[src/logic/uart_pkg.sv]
package uart_pkg;

	// bit timing at 50 MHz system clock
	localparam int BIT_CLKS  = 25; // 50 MHz / 2 Mbit/s
	localparam int MID_CLK   = 12; // sample point inside a bit
	localparam int DATA_BITS = 8;  // 8N1 frame, no parity

	typedef logic [DATA_BITS-1:0] uart_byte_t; // one payload byte
	typedef logic [4:0]           clk_cnt_t;   // counts 0..BIT_CLKS-1
	typedef logic [3:0]           bit_idx_t;   // 0 start, 1..8 data, 9 stop

	// what the receiver hands out per frame
	typedef struct packed {
		uart_byte_t data;      // lsb arrived first
		logic       frame_err; // stop bit sampled low
	} rx_frame_t;

	typedef enum logic {
		TX_IDLE, // line high, ready for a byte
		TX_BUSY  // shifting a frame out
	} tx_state_t;

	typedef enum logic [1:0] {
		RX_IDLE,     // waiting for a falling edge
		RX_START,    // checking start bit at mid-bit
		RX_DATA_STOP // data bits then stop bit
	} rx_state_t;

endpackage

[src/logic/uart_send_hs.sv]
`timescale 1ns/1ps

module uart_send_hs import uart_pkg::*; (
	input  logic       sys_clk,  // system clock
	input  logic       rst,      // sync reset, active high
	input  logic       tx_valid, // source offers a byte
	output logic       tx_ready, // high only when idle
	input  uart_byte_t tx_data,  // byte to send, held until taken
	output logic       uart_txd  // serial line out
);

	tx_state_t  state;     // fsm state
	clk_cnt_t   clk_cnt;   // clocks into the current bit
	bit_idx_t   bit_idx;   // position in the frame
	uart_byte_t shreg;     // data still to go, lsb next
	logic       txd_q;     // line driver flop
	logic       accept;    // handshake on this edge
	logic       bit_end;   // last clock of a bit
	logic       frame_end; // last clock of the stop bit

	assign tx_ready  = (state == TX_IDLE);
	assign accept    = tx_valid & tx_ready;
	assign bit_end   = (clk_cnt == clk_cnt_t'(BIT_CLKS - 1));
	assign frame_end = bit_end && (bit_idx == bit_idx_t'(DATA_BITS + 1));
	assign uart_txd  = txd_q; // straight from a flop, no glitches on the pin

	always_ff @(posedge sys_clk) begin
		if (rst) begin
			state   <= TX_IDLE;
			clk_cnt <= '0;
			bit_idx <= '0;
			txd_q   <= 1'b1; // line idles high
		end else begin
			case (state)
				TX_IDLE: begin
					clk_cnt <= '0;
					bit_idx <= '0;
					txd_q   <= 1'b1;
					if (accept) begin
						state <= TX_BUSY;
						txd_q <= 1'b0; // start bit on the next cycle
					end
				end
				TX_BUSY: begin
					if (bit_end) begin
						clk_cnt <= '0;
						bit_idx <= bit_idx + 1'b1;
						txd_q   <= shreg[0]; // next data bit, ones once drained
						if (frame_end) begin
							// stop bit done, back to idle
							state   <= TX_IDLE;
							bit_idx <= '0;
							txd_q   <= 1'b1;
						end
					end else begin
						clk_cnt <= clk_cnt + 1'b1;
					end
				end
				default: begin
					state <= TX_IDLE;
					txd_q <= 1'b1;
				end
			endcase
		end
	end

	// payload shifter, fills with ones so bit 9 comes out as the stop bit
	always_ff @(posedge sys_clk) begin
		if (accept) begin
			shreg <= tx_data; // latch on handshake
		end else if (state == TX_BUSY && bit_end) begin
			shreg <= {1'b1, shreg[DATA_BITS-1:1]}; // lsb first
		end
	end

	// a taken byte keeps ready low for exactly one frame
	a_ready_frame: assert property (@(posedge sys_clk) disable iff (rst)
		accept |=> !tx_ready [*(DATA_BITS + 2) * BIT_CLKS] ##1 tx_ready)
		else $error("tx_ready not low for one whole frame");

	a_idle_high: assert property (@(posedge sys_clk) disable iff (rst)
		(state == TX_IDLE) |-> uart_txd)
		else $error("uart_txd low while idle");

endmodule

[src/logic/uart_recv_hs.sv]
`timescale 1ns/1ps

module uart_recv_hs import uart_pkg::*; (
	input  logic      sys_clk,  // system clock
	input  logic      rst,      // sync reset, active high
	input  logic      uart_rxd, // async serial line in
	output logic      rx_valid, // one-cycle pulse per frame
	output rx_frame_t rx_frame  // valid only with rx_valid
);

	rx_state_t  state;    // fsm state
	clk_cnt_t   clk_cnt;  // clocks since the detected edge / bit start
	bit_idx_t   bit_idx;  // 0 start, 1..8 data, 9 stop
	uart_byte_t shreg;    // data collected so far
	logic       rxd_meta; // first sync stage
	logic       rxd_sync; // second sync stage, safe to use
	logic       rxd_prev; // for edge detect
	logic       fall;     // high to low on the synced line
	logic       mid_bit;  // sample point reached
	logic       bit_end;  // last clock of a bit
	logic       stop_bit; // currently in the stop bit

	assign fall     = rxd_prev & ~rxd_sync;
	assign mid_bit  = (clk_cnt == clk_cnt_t'(MID_CLK));
	assign bit_end  = (clk_cnt == clk_cnt_t'(BIT_CLKS - 1));
	assign stop_bit = (bit_idx == bit_idx_t'(DATA_BITS + 1));

	// two-flop synchronizer plus one more for the edge
	always_ff @(posedge sys_clk) begin
		if (rst) begin
			rxd_meta <= 1'b1; // assume idle line, no false start
			rxd_sync <= 1'b1;
			rxd_prev <= 1'b1;
		end else begin
			rxd_meta <= uart_rxd;
			rxd_sync <= rxd_meta;
			rxd_prev <= rxd_sync;
		end
	end

	always_ff @(posedge sys_clk) begin
		if (rst) begin
			state    <= RX_IDLE;
			clk_cnt  <= '0;
			bit_idx  <= '0;
			rx_valid <= 1'b0;
		end else begin
			rx_valid <= 1'b0; // pulse only
			case (state)
				RX_IDLE: begin
					clk_cnt <= '0;
					bit_idx <= '0;
					if (fall) begin
						state <= RX_START; // possible start bit
					end
				end
				RX_START: begin
					if (mid_bit && rxd_sync) begin
						state <= RX_IDLE; // glitch, line already back high
					end else if (bit_end) begin
						state   <= RX_DATA_STOP;
						clk_cnt <= '0;
						bit_idx <= bit_idx_t'(1); // first data bit
					end else begin
						clk_cnt <= clk_cnt + 1'b1;
					end
				end
				RX_DATA_STOP: begin
					if (mid_bit && stop_bit) begin
						// leave at mid-stop so the next start edge is not missed
						state    <= RX_IDLE;
						rx_valid <= 1'b1;
					end else if (bit_end) begin
						clk_cnt <= '0;
						bit_idx <= bit_idx + 1'b1;
					end else begin
						clk_cnt <= clk_cnt + 1'b1;
					end
				end
				default: begin
					state <= RX_IDLE;
				end
			endcase
		end
	end

	// mid-bit sampling and frame capture
	always_ff @(posedge sys_clk) begin
		if (state == RX_DATA_STOP && mid_bit) begin
			if (stop_bit) begin
				rx_frame.data      <= shreg;
				rx_frame.frame_err <= ~rxd_sync; // stop must be high
			end else begin
				shreg <= {rxd_sync, shreg[DATA_BITS-1:1]}; // lsb arrives first
			end
		end
	end

	// one frame can never produce two strobes
	a_valid_pulse: assert property (@(posedge sys_clk) disable iff (rst)
		rx_valid |=> !rx_valid)
		else $error("rx_valid high on two cycles in a row");

endmodule

[src/logic/uart_hs.sv]
`timescale 1ns/1ps

module uart_hs import uart_pkg::*; (
	input  logic       sys_clk,  // 50 MHz system clock
	input  logic       rst,      // sync reset, active high

	input  logic       uart_rxd, // serial in
	output logic       uart_txd, // serial out

	input  logic       tx_valid, // tx handshake
	output logic       tx_ready,
	input  uart_byte_t tx_data,

	output logic       rx_valid, // rx strobe, no back-pressure
	output rx_frame_t  rx_frame
);

	// transmit side
	uart_send_hs u_send (
		.sys_clk  (sys_clk),
		.rst      (rst),
		.tx_valid (tx_valid),
		.tx_ready (tx_ready),
		.tx_data  (tx_data),
		.uart_txd (uart_txd)
	);

	// receive side
	uart_recv_hs u_recv (
		.sys_clk  (sys_clk),
		.rst      (rst),
		.uart_rxd (uart_rxd),
		.rx_valid (rx_valid),
		.rx_frame (rx_frame)
	);

endmodule

[config.mk]
export PLATFORM = sky130hd
export DESIGN_NAME = uart_hs
export DESIGN_NICKNAME = d
export VERILOG_FILES = /design/src/logic/uart_pkg.sv /design/src/logic/uart_send_hs.sv /design/src/logic/uart_recv_hs.sv /design/src/logic/uart_hs.sv
export SDC_FILE = /design/constraint.sdc
export NUM_CORES = 1
export LEC_CHECK = 0
export ABC_CLOCK_PERIOD_IN_PS = 3000
export BUFFER_PORTS_ARGS = -buffer_cell sky130_fd_sc_hd__clkbuf_2
export CORE_ASPECT_RATIO = 1.5
export CORE_MARGIN = 3
export CORE_UTILIZATION = 62
export DETAILED_ROUTE_END_ITERATION = 10
export PLACE_DENSITY = 0.89
export SLEW_MARGIN = 20
export SYNTH_ARGS = -nofsm -noshare
export SYNTH_HDL_FRONTEND = slang
export SYNTH_SLANG_ARGS = --single-unit
[constraint.sdc]
create_clock -name sys_clk -period 3 [get_ports sys_clk]
set_input_delay 0.3 -clock sys_clk [delete_from_list [all_inputs] [get_ports sys_clk]]
set_output_delay 0.3 -clock sys_clk [all_outputs]
set_load 0.005 [all_outputs]
==> impl_metrics.toml <==
[clock_tree]
ctsResizeCount = 0
root_buffer = "clkbuf_8"
cts_tree = "yes"
max-clock-path-buffers = 2
insertion_delay_ns = 0.31
cts_buffers = 5
cts_setup_buffers = 0
cts_hold_buf = 0
clock_sinks = 51
clk_pin_slew_worst_paths_ns = 0.09
htreeDepth = 2

[final_layout]
fillCellCount = 233
final_cell_mix = "33 x nand2_1, 26 x dfxtp_1, 25 x edfxtp_1"
n_antenna_cell = 0
final_cell_area_um2 = 2520
final_cells = 275
final_common_cell = "nand2_1"
drive_gt1_frac = 0.193
area_growth_pct = 11.9
final_nets = 256

[logic_synthesis]
netlist_instances = 207
synthMuxAreaShare = 0.00887
syn_nets = 231
dominantRegCellSynth = "dfxtp_1"
synth_async_sr_flop_share = 0
synth-edff-count = 25
yosysSeqAreaShare = 0.563
synth_top_family_by_area = "simple AND/OR/NAND/NOR gates"
synth.avg_cell_area_um2 = 10.9
ys.warnings.count = 0
yosys.area_share.simple = 0.220
synth_xor_area_frac = 0.0233
synth-adder-area-share = 0.0665
syn-cell-area_um2 = 2260
netlist-cell-type-count = 42
synth-compound-area-share = 0.0859
synth.ff_latch_count = 51

[placement]
place_area_um2 = 2410
place_hpwl_um = 2850
numPortBuffers = 23
dp.cells = 267
routabilityCongestion = 0.806

[hold_path]
hold_path_depth = 2
hold_start = "uart_rxd"
min_path_type = "input port to register"
worstHoldEndpoint = "u_recv.rxd_meta"

[floorplanning]
core_um2 = 3450
start_util = 0.655
fp.dieArea_um2 = 4420
die_h_um = 79.9
ios = 24
rows = 26
die_x_um = 55.3

[routing]
dr.pass1.iters = 4
drc_errors = 0
drtAntennaViolNets = 0
wl_um = 3850
num_vias = 1544
drt-initial-drc-count = 30
wire_per_inst_um = 14.0
viasPerCell = 5.61

[grt]
antenna_found_initial = 0
grt-ovfl-total = 0
grt_use_total = 0.193
grt_pass1_wl_um = 6620
grt_pass1_vias = 1482
grt_max_degree = 29

[timing]
worst_pin_slew_ns = 0.633
finalHoldViolCount = 0
setup_tns_ns = 0
period_share = 0.597
slew_headroom = 0.576
setup_viol_count_final = 0
slew_viol_final = 0
post-route-min-period_ns = 1.79
finalClockSkew_ns = 0.00584
rsz0062_at_grt = "false"
fmax_ghz = 0.558

[setup_path]
r2r-end = "u_recv.shreg[2]"
worst_path_max_delay_cell = "nor2_1"
end_kind = "register"
worstPathCellList = "inv_1 > ha_1 > and4b_4 > nand2_1 > nor2_1"
critPathMaxStageDelay_ns = 0.50
arrival_ns = 1.74
r2r-start = "u_recv.clk_cnt[0]"
start_kind = "register"
worstPathMaxFanout = 8
r2r_slack_ns = 1.21
worstSetupPathType = "register to register"
reg2reg_depth = 5
cp.required_ns = 2.95

[pwr]
p_sw_mw = 0.409
leakagePower_nw = 0.960
powerDensity_nw_per_um2 = 611
power_frac_comb = 0.173
p_clk_frac = 0.312
p_int_mw = 1.13
switching_share = 0.265
seqPwrFrac = 0.516
vdd_drop_max_v = 0.000429

[run_status]
run_status = "complete, no violations"

[flow_run]
cap_viol_max_count = 0
==> flip-flops by register name, indices dropped and copies added, names as in the netlist <==
register,cells
u_recv.rx_valid,1
u_recv.rxd_sync,1
u_recv.clk_cnt,5
u_recv.rx_frame,9
u_send.uart_txd,1
u_send.bit_idx,4
u_recv.rxd_prev,1
u_recv.state,2
u_send.state,1
u_recv.bit_idx,4
u_send.shreg,8
u_recv.rxd_meta,1
u_send.clk_cnt,5
u_recv.shreg,8
==> layer usage <==
layer / track usage / up-vias / wire (µm)
met4: 0.0779 / 0 / 48
met3: 0.0453 / 6 / 145
met1: 0.208 / 733 / 1540
li1: - / 772 / -
met2: 0.358 / 33 / 2120
met5: 0 / - / 0
==> power by group through the flow <==
| stage | clock, mW | combinational (mW) | sequential, mW |
|---|---|---|---|
| finish | 0.481 | 0.266 | 0.795 |
| global route | 0.519 | 0.300 | 0.799 |
| CTS | 0.488 | 0.269 | 0.795 |
| detailed placement | 0 | 0.267 | 0.811 |
| global placement | 0 | 0.257 | 0.809 |
| floorplan | 0 | 0.206 | 0.803 |
==> cell families after synthesis <==
kind of cell	count (synthesis)
buffers and inverters	19
DFF	51
adders and majority gates	12
and+or+nand+nor	87
muxes	2
AOI/OAI and AO/OA	30
xor gates and xnor gates	6
==> synth_stat cells, drive strengths merged (3+ instances only) <==
cell type  number  share of area
or4b            3          0.013
nor2b           5          0.014
or2             4          0.011
o21ai           8          0.018
nand4b          3          0.012
a21oi          11          0.024
dfxtp          26           0.23
clkbuf          5         0.0083
ha             12          0.067
xnor2           4          0.016
nand2          33          0.055
nand2b          6          0.020
nor3            4         0.0089
inv            13          0.022
nor2            6          0.010
or3             3         0.0083
edfxtp         25           0.33
nand3           6          0.013
==> worst max-delay path by stage <==
| stage | startpoint | endpoint | slack, ns | depth (start not counted) |
|---|---|---|---|---|
| floorplan | u_send.clk_cnt[0] | u_send.shreg[0] | 1.30 | 4 |
| finish | u_recv.clk_cnt[0] | u_recv.shreg[2] | 1.21 | 5 |
| global placement | u_recv.clk_cnt[0] | u_recv.clk_cnt[1] | 1.27 | 6 |
| global route | u_recv.clk_cnt[0] | u_recv.shreg[2] | 1.10 | 5 |
| detailed placement | u_recv.clk_cnt[0] | u_recv.shreg[7] | 1.22 | 5 |
| CTS | u_recv.clk_cnt[0] | u_recv.clk_cnt[2] | 1.21 | 6 |
==> final cells by class <==
class / count / area, µm² / share of cell area
Sequential cell: 51 / 1270 / 0.503
Multi-Input combinational cell: 137 / 913 / 0.362
Timing Repair Buffer: 24 / 123 / 0.0486
Clock buffer: 5 / 68.8 / 0.0273
Tap cell: 42 / 52.6 / 0.0208
Inverter: 13 / 48.8 / 0.0193
Clock inverter: 3 / 47.5 / 0.0188
==> stage by stage <==
step	power (mW)	worst slack [ns]	hold slack, ns	utilization
2_1_floorplan	1.01	1.30	0.389	-
3_3_place_gp	1.07	1.27	0.392	0.698
3_5_place_dp	1.08	1.22	0.404	0.698
4_1_cts	1.55	1.21	0.166	0.732
5_1_grt	1.62	1.10	0.157	0.732
6_report	1.54	1.21	0.170	0.732
==> critical path, delay by kind of cell, from the launching register on <==
kind | cells | cell delay, ns
buffers and inverters | 1 | 0.07
DFF | 1 | 0.35
and+or+nand+nor | 3 | 0.84
adders and majority gates | 1 | 0.18
(Power assumes the default switching activity.)
